<file path="config.mk">
export PLATFORM = sky130hd
export DESIGN_NAME = addr_decode
export DESIGN_NICKNAME = d
export VERILOG_FILES = /design/src/soc_pkg.sv /design/src/addr_decode.sv
export SDC_FILE = /design/constraint.sdc
export NUM_CORES = 1
export LEC_CHECK = 0
export BUFFER_PORTS_ARGS = -buffer_cell sky130_fd_sc_hd__buf_2
export CAP_MARGIN = 10
export CORE_MARGIN = 4
export CORE_UTILIZATION = 38
export DETAILED_ROUTE_END_ITERATION = 16
export GPL_TIMING_DRIVEN = 1
export MAX_ROUTING_LAYER = met4
export PLACE_DENSITY = 0.94
export RECOVER_POWER = 100
export SLEW_MARGIN = 20
export SYNTH_ARGS = -nofsm -noshare
export SYNTH_HDL_FRONTEND = slang
export SYNTH_SLANG_ARGS = --single-unit
</file>
<file path="constraint.sdc">
create_clock -name clk_i -period 1.5 [get_ports clk_i]
set_input_delay 0.225 -clock clk_i [delete_from_list [all_inputs] [get_ports clk_i]]
set_output_delay 0.225 -clock clk_i [all_outputs]
set_load 0.02 [all_outputs]
</file>
<file path="src/soc_pkg.sv">
// SoC memory harness definitions
package soc_pkg;

  // ------------------------------------------------------------------
  // Bus widths
  // ------------------------------------------------------------------
  localparam int unsigned AddrWidth  = 32;
  localparam int unsigned DataWidth  = 64;
  localparam int unsigned StrbWidth  = DataWidth / 8;
  localparam int unsigned WordOffset = $clog2(StrbWidth);  // Byte bits below word index

  // ------------------------------------------------------------------
  // Address map
  // ------------------------------------------------------------------
  localparam logic [AddrWidth-1:0] RomBase    = 32'h0001_0000;
  localparam logic [AddrWidth-1:0] RomLength  = 32'h0000_1000;  // 512 words
  localparam logic [AddrWidth-1:0] DramBase   = 32'h8000_0000;
  localparam logic [AddrWidth-1:0] DramLength = 32'h0000_2000;  // 1024 words
  localparam logic [AddrWidth-1:0] GpioBase   = 32'h4000_0000;
  localparam logic [AddrWidth-1:0] GpioLength = 32'h0000_1000;
  localparam logic [AddrWidth-1:0] ExitAddr   = DramBase + 32'h0000_1000;

  localparam int unsigned RomIdxWidth  = 9;
  localparam int unsigned DramIdxWidth = 10;

  // Boot ROM word n reads as {RomTag, n}
  localparam logic [31:0] RomTag = 32'hB007_C0DE;

  // Cycles of debug hold-off after reset
  localparam int unsigned HoldoffCycles   = 500;
  localparam int unsigned HoldoffCntWidth = $clog2(HoldoffCycles + 1);

  // ------------------------------------------------------------------
  // Types
  // ------------------------------------------------------------------
  typedef enum logic [1:0] {
    REGION_ROM,
    REGION_DRAM,
    REGION_ERR
  } region_e;

  typedef struct packed {
    logic                 we;
    logic [AddrWidth-1:0] addr;
    logic [StrbWidth-1:0] be;
    logic [DataWidth-1:0] wdata;
  } mem_req_t;

  // Stage 1 register contents
  typedef struct packed {
    logic                    valid;
    region_e                 region;
    logic                    we;
    logic [DramIdxWidth-1:0] index;   // Word index, ROM uses the low bits
    logic [StrbWidth-1:0]    be;
    logic [DataWidth-1:0]    wdata;
    logic                    is_exit;
  } dec_t;

  typedef struct packed {
    logic [DataWidth-1:0] rdata;
    logic                 err;
  } mem_rsp_t;

endpackage

</file>
<file path="src/addr_decode.sv">
// Address decode stage
`timescale 1ns/1ps

module addr_decode import soc_pkg::*; (
  input  logic     clk_i,
  input  logic     rst_ni,
  input  logic     req_i,
  input  mem_req_t mem_req_i,
  output dec_t     dec_o
);

  logic                 rom_hit;
  logic                 dram_hit;
  logic                 gpio_hit;
  logic [AddrWidth-1:0] offset;
  logic                 valid_q;
  dec_t                 dec_d;
  dec_t                 dec_q;

  assign rom_hit  = (mem_req_i.addr >= RomBase) && (mem_req_i.addr < RomBase + RomLength);
  assign dram_hit = (mem_req_i.addr >= DramBase) && (mem_req_i.addr < DramBase + DramLength);
  assign gpio_hit = (mem_req_i.addr >= GpioBase) && (mem_req_i.addr < GpioBase + GpioLength);

  // ------------------------------------------------------------------
  // Region select and word index
  // ------------------------------------------------------------------
  always_comb begin
    dec_d       = '0;
    dec_d.valid = req_i;
    dec_d.we    = mem_req_i.we;
    dec_d.be    = mem_req_i.be;
    dec_d.wdata = mem_req_i.wdata;
    offset      = '0;

    if (gpio_hit) begin
      dec_d.region = REGION_ERR;  // GPIO is an error slave
    end else if (rom_hit && !mem_req_i.we) begin
      dec_d.region = REGION_ROM;
      offset       = mem_req_i.addr - RomBase;
    end else if (dram_hit) begin
      dec_d.region = REGION_DRAM;
      offset       = mem_req_i.addr - DramBase;
    end else begin
      dec_d.region = REGION_ERR;  // Unmapped or ROM write
    end

    dec_d.index   = offset[WordOffset +: DramIdxWidth];
    dec_d.is_exit = (dec_d.region == REGION_DRAM) && mem_req_i.we &&
                    (mem_req_i.addr[AddrWidth-1:WordOffset] == ExitAddr[AddrWidth-1:WordOffset]);
  end

  always_ff @(posedge clk_i or negedge rst_ni) begin
    if (!rst_ni) begin
      valid_q <= 1'b0;
    end else begin
      valid_q <= req_i;
    end
  end

  always_ff @(posedge clk_i) begin
    dec_q <= dec_d;
  end

  always_comb begin
    dec_o       = dec_q;
    dec_o.valid = valid_q;
  end

endmodule

</file>
==> metrics.cfg <==
[run_status]
status=finished clean

[final_layout]
fin_area_um2=3840
final_cell_mix=buf_2, clkbuf_1, dfxtp_1, dlygate4sd3_1
diodes=0
nNetsFinal=511
final_cells=478
drive_gt1_frac=0.289
n_fill_cell=392
post-route-util=0.748
area_growth_pct=89.0

[timing]
worst-slew-pin-transition_ps=403
rsz0062_at_grt=false
slew_headroom=0.732
finalSetupViolCount=0
hold_violations=0
slew_violations=0
fin_setup_tns_ps=0
finalCritPeriodShare=0.796
fin_crit_ps=1190
fmax_mhz=838

[route]
post_drt_wl_per_cell_um=16.8
drc=0
vias=2026
wl_mm=8.05
postRouteAntennaNets=0
first_iter_violations=59
via_per_inst=4.24
first_pass_iters=4

[worst_setup_path]
worstSetupEndpointType=primary output
crit_cells=1
cp_slowest_cell=clkbuf_1
cp.required_ps=1270
cp-endpoint=dec_o[76]
path_delay_family=buffers and inverters
critPathLaunchType=flop
slowest_delay_ps=330
path_class=reg2out
critPathLaunch=dec_o[76]
path_max_fanout=1
path_buf_inv=1
path_cells=clkbuf_1
worstPathArrival_ps=970

[floorplanning]
fp.coreArea_um2=5140
die-area_um2=6590
die_w_um=81.2
initial_core_util=0.396
io_pins=195
rows=26
die_y_um=81.2

[logic_synthesis]
syn_inst=127
synth_area_um2=2030
syn_avg_cell_area_um2=16.0
ys_types=17
synth.yosys.seq_area_share=0.859
synth_seq_cells=87
synth_nets=235
ys_warn_count=0

[place]
gp_congestion=0.759
dp.cells=388
port_buffers=191
placed_cell_area_um2=3070
dp_hpwl_mm=4.92

[clock_network]
clock_sinks=87
cts-root-buf=clkbuf_8
h-tree-depth=3
post_cts_resized=0
clockBufferDepth=2
clk_pin_slew_worst_paths_ps=80
cts_tree=yes
cts_made_buffers=9

[grt]
overflow=0
antenna_found_initial=0
grt_use_total=0.249
grt_pass1_wl_mm=11.4
grt_max_degree=16
grt_pass1_vias=2255

[power]
p_per_area_nw_per_um2=1210
ir_drop_mv=0.631
p_leak_nw=1.71
power_mw=4.63

[min_path]
hold_path_class=in2reg

[flow_run]
maxCapViolations=0

[Yosys cell counts]
| cell | count | area (um2) |
|---|---|---|
| nand3_2 | 1 | 10.0 |
| nor2_1 | 2 | 7.51 |
| nor2b_1 | 2 | 12.5 |
| nor3_1 | 2 | 10.0 |
| nand4_1 | 1 | 6.26 |
| nand3_1 | 1 | 5.00 |
| dfxtp_1 | 86 | 1720 |
| nor4_2 | 3 | 37.5 |
| buf_6 | 1 | 11.3 |
| inv_1 | 10 | 37.5 |
| nor4b_1 | 1 | 8.76 |
| dfrtp_1 | 1 | 25.0 |
| buf_4 | 2 | 15.0 |
| or2_1 | 1 | 6.26 |
| nor3_2 | 10 | 100 |
| o211ai_1 | 1 | 7.51 |
| nor4_1 | 2 | 12.5 |
[worst min path at each step]
stage / depth (start not counted) / from / endpoint
floorplan: 0 / rst_ni / valid_q
global placement: 1 / rst_ni / valid_q
detailed placement: 1 / rst_ni / valid_q
CTS: 1 / mem_req_i[104] / dec_o[83]
global route: 1 / mem_req_i[104] / dec_o[83]
finish: 1 / mem_req_i[104] / dec_o[83]
[state kept, by name, indices dropped and copies added, names as in the netlist]
| register | count |
|---|---|
| dec_o | 86 |
| valid_q | 1 |
[stage by stage]
stage               setup WS (ps)  hold slack [ps]
floorplan                     495            -70.6
global placement              227            0.309
detailed placement            184             2.78
CTS                           410             9.87
global route                  245             36.1
finish                        306             55.1
[metal layers]
metal	track usage	part of all wire
met1	0.215	0.32
met2	0.479	0.55
met3	0.0776	0.097
met4	0.120	0.031
met5	-	0
[where the power goes]
| part | leakage (nW) | internal, mW | switching [mW] | total [mW] |
|---|---|---|---|---|
| clock network | 0.0993 | 0.824 | 0.823 | 1.65 |
| logic | 0.875 | 0.264 | 0.272 | 0.536 |
| registers | 0.732 | 2.41 | 0.0360 | 2.45 |
[logic make-up after synthesis]
| kind of cell | after synthesis | share of synthesized area |
|---|---|---|
| AO/OA/AOI/OAI | 1 | 0.00369 |
| buffers and inverters | 13 | 0.0314 |
| flip-flops | 87 | 0.859 |
| AND/OR/NAND/NOR | 26 | 0.106 |
[final cells by class]
type	instances	area, um2	area share
multi-input cells	27	171	0.0446
clock inverters	6	67.6	0.0176
well taps	70	87.6	0.0228
flip-flops and latches	87	1750	0.454
inverters	10	37.5	0.00976
clock buffers	10	138	0.0358
repair buffers	268	1600	0.415
[what timing repair did]
action | in CTS | in global routing
endpoints found under the hold margin | 74 | 0
setup buffers | 0 | 0
hold buffers | 74 | 0
Power figures use the tool's default switching activity.
