**config.mk**
```make
export PLATFORM = sky130hd
export DESIGN_NAME = debug_holdoff
export DESIGN_NICKNAME = d
export VERILOG_FILES = /design/src/soc_pkg.sv /design/src/debug_holdoff.sv
export SDC_FILE = /design/constraint.sdc
export NUM_CORES = 1
export LEC_CHECK = 0
export BUFFER_PORTS_ARGS = -buffer_cell sky130_fd_sc_hd__buf_2
export CORE_AREA = 4 4 41 43
export DETAILED_ROUTE_END_ITERATION = 8
export DIE_AREA = 0 0 45 47
export REMOVE_ABC_BUFFERS = 1
export SLEW_MARGIN = 0
export SYNTH_ARGS = -nofsm -noshare
export SYNTH_HDL_FRONTEND = slang
export SYNTH_SLANG_ARGS = --single-unit
```
**constraint.sdc**
```tcl
create_clock -name clk_i -period 2.2 [get_ports clk_i]
set_input_delay 0.11 -clock clk_i [delete_from_list [all_inputs] [get_ports clk_i]]
set_output_delay 0.11 -clock clk_i [all_outputs]
set_load 0.05 [all_outputs]
```
**src/soc_pkg.sv**
```systemverilog
// SoC memory harness definitions
package soc_pkg;

  // ------------------------------------------------------------------
  // Bus widths
  // ------------------------------------------------------------------
  localparam int unsigned AddrWidth  = 32;
  localparam int unsigned DataWidth  = 64;
  localparam int unsigned StrbWidth  = DataWidth / 8;
  localparam int unsigned WordOffset = $clog2(StrbWidth);  // Byte bits below word index

  // ------------------------------------------------------------------
  // Address map
  // ------------------------------------------------------------------
  localparam logic [AddrWidth-1:0] RomBase    = 32'h0001_0000;
  localparam logic [AddrWidth-1:0] RomLength  = 32'h0000_1000;  // 512 words
  localparam logic [AddrWidth-1:0] DramBase   = 32'h8000_0000;
  localparam logic [AddrWidth-1:0] DramLength = 32'h0000_2000;  // 1024 words
  localparam logic [AddrWidth-1:0] GpioBase   = 32'h4000_0000;
  localparam logic [AddrWidth-1:0] GpioLength = 32'h0000_1000;
  localparam logic [AddrWidth-1:0] ExitAddr   = DramBase + 32'h0000_1000;

  localparam int unsigned RomIdxWidth  = 9;
  localparam int unsigned DramIdxWidth = 10;

  // Boot ROM word n reads as {RomTag, n}
  localparam logic [31:0] RomTag = 32'hB007_C0DE;

  // Cycles of debug hold-off after reset
  localparam int unsigned HoldoffCycles   = 500;
  localparam int unsigned HoldoffCntWidth = $clog2(HoldoffCycles + 1);

  // ------------------------------------------------------------------
  // Types
  // ------------------------------------------------------------------
  typedef enum logic [1:0] {
    REGION_ROM,
    REGION_DRAM,
    REGION_ERR
  } region_e;

  typedef struct packed {
    logic                 we;
    logic [AddrWidth-1:0] addr;
    logic [StrbWidth-1:0] be;
    logic [DataWidth-1:0] wdata;
  } mem_req_t;

  // Stage 1 register contents
  typedef struct packed {
    logic                    valid;
    region_e                 region;
    logic                    we;
    logic [DramIdxWidth-1:0] index;   // Word index, ROM uses the low bits
    logic [StrbWidth-1:0]    be;
    logic [DataWidth-1:0]    wdata;
    logic                    is_exit;
  } dec_t;

  typedef struct packed {
    logic [DataWidth-1:0] rdata;
    logic                 err;
  } mem_rsp_t;

endpackage

```
**src/debug_holdoff.sv**
```systemverilog
// Debug request hold-off
`timescale 1ns/1ps

module debug_holdoff import soc_pkg::*; (
  input  logic clk_i,
  input  logic rst_ni,
  input  logic debug_req_i,
  input  logic debug_en_i,
  output logic debug_req_o
);

  logic [HoldoffCntWidth-1:0] cnt_q;
  logic                       holdoff_done;

  // Boot code runs undisturbed while the count is nonzero
  assign holdoff_done = (cnt_q == '0);

  // ------------------------------------------------------------------
  // Hold-off counter
  // ------------------------------------------------------------------
  always_ff @(posedge clk_i or negedge rst_ni) begin
    if (!rst_ni) begin
      cnt_q <= HoldoffCntWidth'(HoldoffCycles);
    end else if (!holdoff_done) begin
      cnt_q <= cnt_q - 1'b1;  // Stops at zero
    end
  end

  // Pass the request once released and only while enabled
  assign debug_req_o = holdoff_done & debug_en_i & debug_req_i;

endmodule

```
==> results.txt, run 1 <==
Yosys top cell area share: 0.356
Die area: 0.00212 mm²
Final net count: 55
Min Tclk post-route: 2.04 ns
Ys Warns: 0
LEAKAGE: 0.247 nW
Min-delay worst type: input port to asynchronous set/reset pin
Final Skew: 0.00181 ns
Critical path type: flip-flop to primary output
Asr flop ratio synth: 1.00
Crit-path max FO: 5
# rows: 13
Routed Antenna Nets: 0
Tot GR Track Use: 0.0894
Peak supply drop: 0.000228 V
Via count of the first global-routing pass: 314
Drt via density: 5.16
Reg clk slew, reported paths: 0.06 ns
Worst slew margin: 0.795
Cells after Synth: 39
Final Hold Viols: 0
Routability cong.: 0.678
Status: finished clean
Largest cells by area after synthesis: dfstp_2 (36%), dfrtp_1 (17%), o21ai_0 (6.8%)
CTS tree: built
Fmax: 0.489 GHz
Initial antenna violation count: 0
Core area: 0.00130 mm²
RSZ-0062 raised after global routing: no
Layout cells sized above 1: 0.408
Placed cells: 59
Regs by FF count: cnt_q (9)
Initial DRC count: 10
Final Non-Filler Cells: 64
Largest net degree at the start of global routing: 10
Synth Flop Type: dfstp_2
Grt ovf: 0
Most flops, register: cnt_q
Number of max-cap violations: 0
Syn Std Cell Area: 443 µm²
Critical path capture point type: primary output
TritonRoute pass-1 iters: 4
Setup TNS: 0 ns
Clk Latency, worst-skew pair: 0.26 ns
Vias post-DR: 330
CTS buffer count: 3
Antenna Cells: 0
Root buf cell: clkbuf_4
Worst-Margin Slew: 0.308 ns
Avg WL per Cell: 11.6 µm
Commonest cells post-synth: dfstp_2 (6), o21ai_0 (6), dfrtp_1 (3)
Final slew viol count: 0
PortBufs: 4
Final period util: 0.929
Drt drc: 0
Die height: 47 µm
Initial core utilization: 0.340
Setup Buffers After CTS: 0
Fill count: 137
Power density cells: 575 mW/mm²
Yosys cell types: 20
Largest register FFs: 9
Clock Path Buffers: 2
CP startpoint kind: flip-flop
Largest area contributor in the netlist: dfstp_2
Synthesized area per cell: 11.4 µm²
#FFs+latches synth: 9
DP HPWL: 540 µm
First-pass GRT wire length: 1300 µm
# clock sinks: 9
Worst EP required: 2.09 ns
Post-synth EDFFs: 0
H-tree depth: 1
Final setup violation count: 0
Wirelength, routed: 744 µm
I/O pin total: 5
Area delta synth->final: 18.6%
Sequential area share after synthesis: 0.525
Arrival time worst endpoint: 1.93 ns
Die extent in x: 45 µm
-- path summary, 6_finish.rpt --
kind	startpoint	endpoint	slack (ns)	cells past startpoint
worst max-delay path	cnt_q[3]$_DFFE_PN0P_	debug_req_o	0.16	4
min in group clk_i	cnt_q[0]$_DFFE_PN0P_	cnt_q[0]$_DFFE_PN0P_	0.49	1
worst max register to register	cnt_q[3]$_DFFE_PN0P_	cnt_q[1]$_DFFE_PN0P_	0.53	4
worst min-delay path	rst_ni	cnt_q[3]$_DFFE_PN0P_	0.23	2
worst min register to register	cnt_q[0]$_DFFE_PN0P_	cnt_q[0]$_DFFE_PN0P_	0.49	1
max in group asynchronous	rst_ni	cnt_q[2]$_DFFE_PN1P_	1.73	2
-- stage by stage --
step,cell area (µm²),total power [mW],hold slack (ns),utilization,setup slack (ns)
floorplan,443,0.173,-0.186,-,0.306
global route,526,0.318,0.254,0.404,0.0830
finish,526,0.302,0.229,0.404,0.156
global placement,489,0.179,-0.0273,0.376,0.448
CTS,526,0.312,0.232,0.404,0.144
detailed placement,489,0.179,-0.0289,0.376,0.433
-- what timing repair did --
item	in CTS	in global routing
endpoints found under the hold margin	9	0
resized for setup	0	0
hold buffers	1	0
-- logic make-up after synthesis --
group,share of synthesized area
and+or+nand+nor,0.220
AOI/OAI and AO/OA,0.141
DFF,0.525
buffers and inverters,0.0170
muxes,0.0480
xor gates and xnor gates,0.0198
adders and majority gates,0.0282
-- routing by layer --
| layer | GRT usage | share of wire | vias up | wire length, µm |
|---|---|---|---|---|
| li1 | - | - | 163 | - |
| met1 | 0.115 | 0.46 | 161 | 345 |
| met2 | 0.119 | 0.49 | 4 | 367 |
| met3 | 0.0230 | 0.035 | 2 | 26 |
| met4 | 0.0877 | 0.0054 | 0 | 4 |
| met5 | 0 | 0 | - | 0 |
-- power by group --
| group | internal, mW | switching [mW] | total (mW) |
|---|---|---|---|
| registers | 0.166 | 0 | 0.166 |
| logic | 0.00410 | 0.00737 | 0.0115 |
| clock network | 0.0697 | 0.0549 | 0.125 |
-- area by class of cell --
type	instances	area (µm²)	area share
clock buffers	4	26.3	0.0500
inverters	2	7.51	0.0143
multi-input cells	28	203	0.386
flip-flops and latches	9	233	0.443
well taps	15	18.8	0.0357
repair buffers	6	37.5	0.0714
-- critical path, cell delays in order, from the launching register on --
cell     delay, ns
dfrtp_1       0.41
or4_4         0.60
nor4_4        0.24
and3_1        0.17
buf_2         0.25
-- cell usage in the layout, fill, tap and decap left out, types with 2 or more instances in the layout --
cell type,Yosys,layout
o21ai_0,6,6
dfstp_2,6,6
buf_2,0,4
clkbuf_4,0,3
dfrtp_1,3,3
inv_1,2,2
nand2b_1,2,2
or2_2,2,2
or3_1,2,2
nor3_1,2,2
o31ai_1,2,2
nor2_1,2,2
Note: power is estimated with default switching activity, not from simulation.
==> inputs of run 2 (changes only) <==
==> constraint.sdc (replaced) <==
create_clock -name clk_i -period 2.6 [get_ports clk_i]
set_input_delay 0.13 -clock clk_i [delete_from_list [all_inputs] [get_ports clk_i]]
set_output_delay 0.13 -clock clk_i [all_outputs]
set_load 0.05 [all_outputs]
==> results.txt, run 2 (synthesis results as in run 1) <==
Final Skew: 0.00621 ns (was 0.00181 ns)
Setup TNS: 0 ns (unchanged)
DP HPWL: 566 µm (was 540 µm)
Tot GR Track Use: 0.0942 (was 0.0894)
DRT met1 WL: 385 µm (was 345 µm)
TritonRoute pass-1 iters: 2 (was 4)
I/O pin total: 5 (unchanged)
Regs by FF count: cnt_q (9) (unchanged)
Peak supply drop: 0.000328 V (was 0.000228 V)
Crit-path max FO: 5 (unchanged)
H-tree depth: 1 (unchanged)
WL met2: 337 µm (was 367 µm)
Root buf cell: clkbuf_4 (unchanged)
Largest register FFs: 9 (unchanged)
Die extent in x: 45 µm (unchanged)
Vias post-DR: 317 (was 330)
Clock Path Buffers: 2 (unchanged)
Min-delay worst type: input port to asynchronous set/reset pin (unchanged)
Highest layer used for signal routing: met4 (unchanged)
Initial DRC count: 3 (was 10)
Final period util: 0.846
Number of max-cap violations: 0 (unchanged)
Fmax: 0.454 GHz
Power, Total: 258 µW (was 302 µW)
Grt ovf: 0 (unchanged)
Largest net degree at the start of global routing: 10 (unchanged)
Metal3 WL: 41 µm (was 26 µm)
First-pass GRT wire length: 1320 µm (was 1300 µm)
Routed Antenna Nets: 0 (unchanged)
Avg WL per Cell: 12.2 µm (was 11.6 µm)
Commonest non-fill, non-tap cells in the layout: o21ai_0 (6), dfstp_2 (6), buf_2 (4), clkbuf_4 (3), dfrtp_1 (3) (unchanged)
Post-route cell area: 518 µm² (was 526 µm²)
Placed cells: 58 (was 59)
Core area: 0.00130 mm² (unchanged)
Min Tclk post-route: 2.20 ns
Placed standard-cell area: 482 µm² (was 489 µm²)
Routability cong.: 0.732 (was 0.678)
Final net count: 54 (was 55)
Die height: 47 µm (unchanged)
CTS tree: built (unchanged)
Initial core utilization: 0.340 (unchanged)
RSZ-0062 raised after global routing: no (unchanged)
Power density cells: 498 mW/mm² (was 575 mW/mm²)
Clk Latency, worst-skew pair: 0.26 ns (about the same)
Layout cells sized above 1: 0.396 (was 0.408)
Initial antenna violation count: 0 (unchanged)
Critical path capture point type: primary output (unchanged)
CTS buffer count: 3 (unchanged)
Worst slew margin: 0.765 (was 0.795)
Drt drc: 0 (unchanged)
Antenna Cells: 0 (unchanged)
PortBufs: 4 (unchanged)
Final Hold Viols: 0 (unchanged)
Via count of the first global-routing pass: 294 (was 314)
Final setup violation count: 0 (unchanged)
Worst-Margin Slew: 0.349 ns (was 0.308 ns)
Status: finished clean (unchanged)
Final slew viol count: 0 (unchanged)
Most flops, register: cnt_q (unchanged)
Reg clk slew, reported paths: 0.06 ns (about the same)
LEAKAGE: 0.242 nW (was 0.247 nW)
Drt via density: 5.03 (was 5.16)
CP startpoint kind: flip-flop (unchanged)
Arrival time worst endpoint: 2.07 ns (was 1.93 ns)
Wirelength, routed: 769 µm (was 744 µm)
Die area: 0.00212 mm² (unchanged)
Worst EP required: 2.47 ns (was 2.09 ns)
CTS resizes: 0 (unchanged)
Final setup margin: 0.399 ns (was 0.156 ns)
Area delta synth->final: 16.9% (was 18.6%)
Critical path type: flip-flop to primary output (unchanged)
Final Non-Filler Cells: 63 (was 64)
# clock sinks: 9 (unchanged)
# rows: 13 (unchanged)
Place WS: 0.672 ns (was 0.433 ns)
## run 2: cell types whose count changed in the layout (fill, tap and decap cells not counted)
cell,before,now
buf_4,1,0
## run 2: area by class of cell
cell class,count,area (µm²)
Tap cell,15,18.8
Inverter,2,7.51
Sequential cell,9,233
Multi-Input combinational cell,28,203
Fill cell,127,783
Clock buffer,4,26.3
Timing Repair Buffer,5,30.0
## run 2: final timing paths
kind	from	to	slack, ns	cells past startpoint
setup / recovery	cnt_q[3]$_DFFE_PN0P_	debug_req_o	0.40	4
setup reg to reg	cnt_q[3]$_DFFE_PN0P_	cnt_q[1]$_DFFE_PN0P_	0.94	3
hold reg to reg	cnt_q[0]$_DFFE_PN0P_	cnt_q[0]$_DFFE_PN0P_	0.51	1
max in group asynchronous	rst_ni	cnt_q[7]$_DFFE_PN1P_	2.10	2
hold / removal	rst_ni	cnt_q[3]$_DFFE_PN0P_	0.25	2
min in group clk_i	cnt_q[0]$_DFFE_PN0P_	cnt_q[0]$_DFFE_PN0P_	0.51	1
## run 2: report_power, final
part           internal (mW)  leakage (nW)  switching, mW
Clock                 0.0591        0.0150         0.0485
Sequential             0.141         0.104              0
Combinational        0.00348         0.124        0.00651
## run 2: routing by layer
layer  GRT usage  vias up
met1       0.122      151
met2       0.119        4
met4      0.0351        0
met3      0.0690        2
li1            -      160
met5           0        -
## run 2: worst max-delay path: stages (launching register included)
cell and delay (ns):
dfrtp_1 0.40, or4_4 0.59, nor4_4 0.36, and3_1 0.20, buf_2 0.26
## run 2: timing repair
item | CTS | global route
hold buffers | 1 | 0
endpoints found under the hold margin | 9 | 0
setup buffers | 0 | 0
## run 2: stage by stage
step,hold slack (ns),utilization
2_1_floorplan,-0.166,-
3_3_place_gp,-0.00821,0.370
3_5_place_dp,-0.00681,0.370
4_1_cts,0.245,0.398
5_1_grt,0.240,0.398
6_report,0.245,0.398
==> inputs of run 3 (changes only) <==
==> constraint.sdc (replaced) <==
create_clock -name clk_i -period 1.95 [get_ports clk_i]
set_input_delay 0.0975 -clock clk_i [delete_from_list [all_inputs] [get_ports clk_i]]
set_output_delay 0.0975 -clock clk_i [all_outputs]
set_load 0.05 [all_outputs]
==> results.txt, run 3 (synthesis results as in run 1) <==
TritonRoute pass-1 iters: 2 (unchanged)
Initial DRC count: 5 (was 3)
PortBufs: 4 (unchanged)
CP startpoint kind: flip-flop (unchanged)
Routed Antenna Nets: 0 (unchanged)
Largest register FFs: 9 (unchanged)
I/O pin total: 5 (unchanged)
LEAKAGE: 0.248 nW (was 0.242 nW)
Peak supply drop: 0.000262 V (was 0.000328 V)
Worst setup path endpoint: debug_req_o (unchanged)
Setup Buffers After CTS: 0 (unchanged)
Drt drc: 0 (unchanged)
Drt via density: 5.09 (was 5.03)
Number of max-cap violations: 0 (unchanged)
Die extent in x: 45 µm (unchanged)
Antenna Cells: 0 (unchanged)
H-tree depth: 1 (unchanged)
Worst EP required: 1.85 ns (was 2.47 ns)
Setup TNS: 0 ns (unchanged)
Critical path type: flip-flop to primary output (unchanged)
Final setup violation count: 0 (unchanged)
Status: finished clean (unchanged)
Min Tclk post-route: 1.84 ns
Final net count: 55 (was 54)
Min-delay worst type: input port to asynchronous set/reset pin (unchanged)
Arrival time worst endpoint: 1.74 ns (was 2.07 ns)
Reg-to-reg startpoint: cnt_q[4]$_DFFE_PN1P_ (was cnt_q[3]$_DFFE_PN0P_)
Initial antenna violation count: 0 (unchanged)
FF-to-FF path depth: 4 (was 3)
Layout cells sized above 1: 0.408 (was 0.396)
Reg clk slew, reported paths: 0.06 ns (about the same)
Fill count: 135 (was 127)
Final hold slack: 0.216 ns (was 0.245 ns)
Grt ovf: 0 (unchanged)
Regs by FF count: cnt_q (9) (unchanged)
Final Hold Viols: 0 (unchanged)
Fmax: 0.544 GHz
Vias post-DR: 326 (was 317)
Root buf cell: clkbuf_4 (unchanged)
Die area: 0.00212 mm² (unchanged)
Most flops, register: cnt_q (unchanged)
Initial core utilization: 0.340 (unchanged)
Critical path capture point type: primary output (unchanged)
Routability cong.: 0.678 (was 0.732)
Largest net degree at the start of global routing: 10 (unchanged)
Commonest non-fill, non-tap cells in the layout: o21ai_0 (6), dfstp_2 (6), clkbuf_4 (3), dfrtp_1 (3), buf_2 (3) (was o21ai_0 (6), dfstp_2 (6), buf_2 (4), clkbuf_4 (3), dfrtp_1 (3))
Final Skew: 0.000849 ns (was 0.00621 ns)
Critical path startpoint: cnt_q[4]$_DFFE_PN1P_ (was cnt_q[3]$_DFFE_PN0P_)
Worst-Margin Slew: 0.318 ns (was 0.349 ns)
# rows: 13 (unchanged)
Wirelength, routed: 766 µm (was 769 µm)
# clock sinks: 9 (unchanged)
CTS tree: built (unchanged)
Final period util: 0.943
FF-to-FF End: cnt_q[1]$_DFFE_PN0P_ (unchanged)
Clock Path Buffers: 2 (unchanged)
Die height: 47 µm (unchanged)
First-pass GRT wire length: 1310 µm (was 1320 µm)
Crit-path max FO: 5 (unchanged)
Clk Latency, worst-skew pair: 0.26 ns (about the same)
Placed standard-cell area: 489 µm² (was 482 µm²)
Area delta synth->final: 20.1% (was 16.9%)
R2r setup slk: 0.41 ns (was 0.94 ns)
Final slew viol count: 0 (unchanged)
Power density cells: 651 mW/mm² (was 498 mW/mm²)
Core area: 0.00130 mm² (unchanged)
DP HPWL: 540 µm (was 566 µm)
Worst slew margin: 0.788 (was 0.765)
CTS buffer count: 3 (unchanged)
Post-route cell area: 532 µm² (was 518 µm²)
RSZ-0062 raised after global routing: no (unchanged)
Avg WL per Cell: 12.0 µm (was 12.2 µm)
Tot GR Track Use: 0.0902 (was 0.0942)
Via count of the first global-routing pass: 317 (was 294)
## run 3: worst min-delay path by stage
stage	start	to	slack, ns	cells past startpoint
final	rst_ni	cnt_q[0]$_DFFE_PN0P_	0.22	2
after global routing	rst_ni	cnt_q[3]$_DFFE_PN0P_	0.24	2
after CTS	rst_ni	cnt_q[3]$_DFFE_PN0P_	0.22	2
after detailed placement	rst_ni	cnt_q[3]$_DFFE_PN0P_	-0.04	1
after global placement	rst_ni	cnt_q[3]$_DFFE_PN0P_	-0.04	1
after floorplan	rst_ni	cnt_q[0]$_DFFE_PN0P_	-0.20	0
## run 3: repair_timing
action,CTS,global route
gates resized for setup,2,0
hold buffers,1,0
endpoints found under the hold margin,9,0
cloned,0,0
endpoints found under the setup margin,1,1
pin swaps,1,2
## run 3: critical path, cell delays in order (launching register included)
cell,delay (ns)
dfstp_2,0.37
or4_4,0.58
nor4_4,0.17
and3_1,0.20
buf_6,0.16
## run 3: area by class of cell
cell class                      count  area (µm²)  share of cell area
Clock buffer                        4        26.3              0.0494
Tap cell                           15        18.8              0.0353
Sequential cell                     9         233               0.438
Multi-Input combinational cell     28         203               0.381
Inverter                            2        7.51              0.0141
Timing Repair Buffer                6        43.8              0.0824
## run 3: per-layer routing
metal  global-route usage  wire (µm)  up-vias
li1                     -          -      162
met1                0.117        374      158
met2                0.119        360        4
met3               0.0230         26        2
met4               0.0877          4        0
met5                    0          0        -
## run 3: power breakdown
group          internal [mW]  total (mW)  switching [mW]
combinational        0.00598      0.0147         0.00876
sequential             0.187       0.187               0
clock                 0.0789       0.144          0.0652
## run 3: per-stage QoR
step | setup WS, ns | instances | power, mW | util
after global routing | 0.0595 | 64 | 0.360 | 0.409
after floorplan | 0.0684 | 39 | 0.195 | -
final | 0.111 | 64 | 0.346 | 0.409
after global placement | 0.211 | 59 | 0.202 | 0.376
after CTS | 0.0469 | 64 | 0.354 | 0.409
after detailed placement | 0.196 | 59 | 0.202 | 0.376
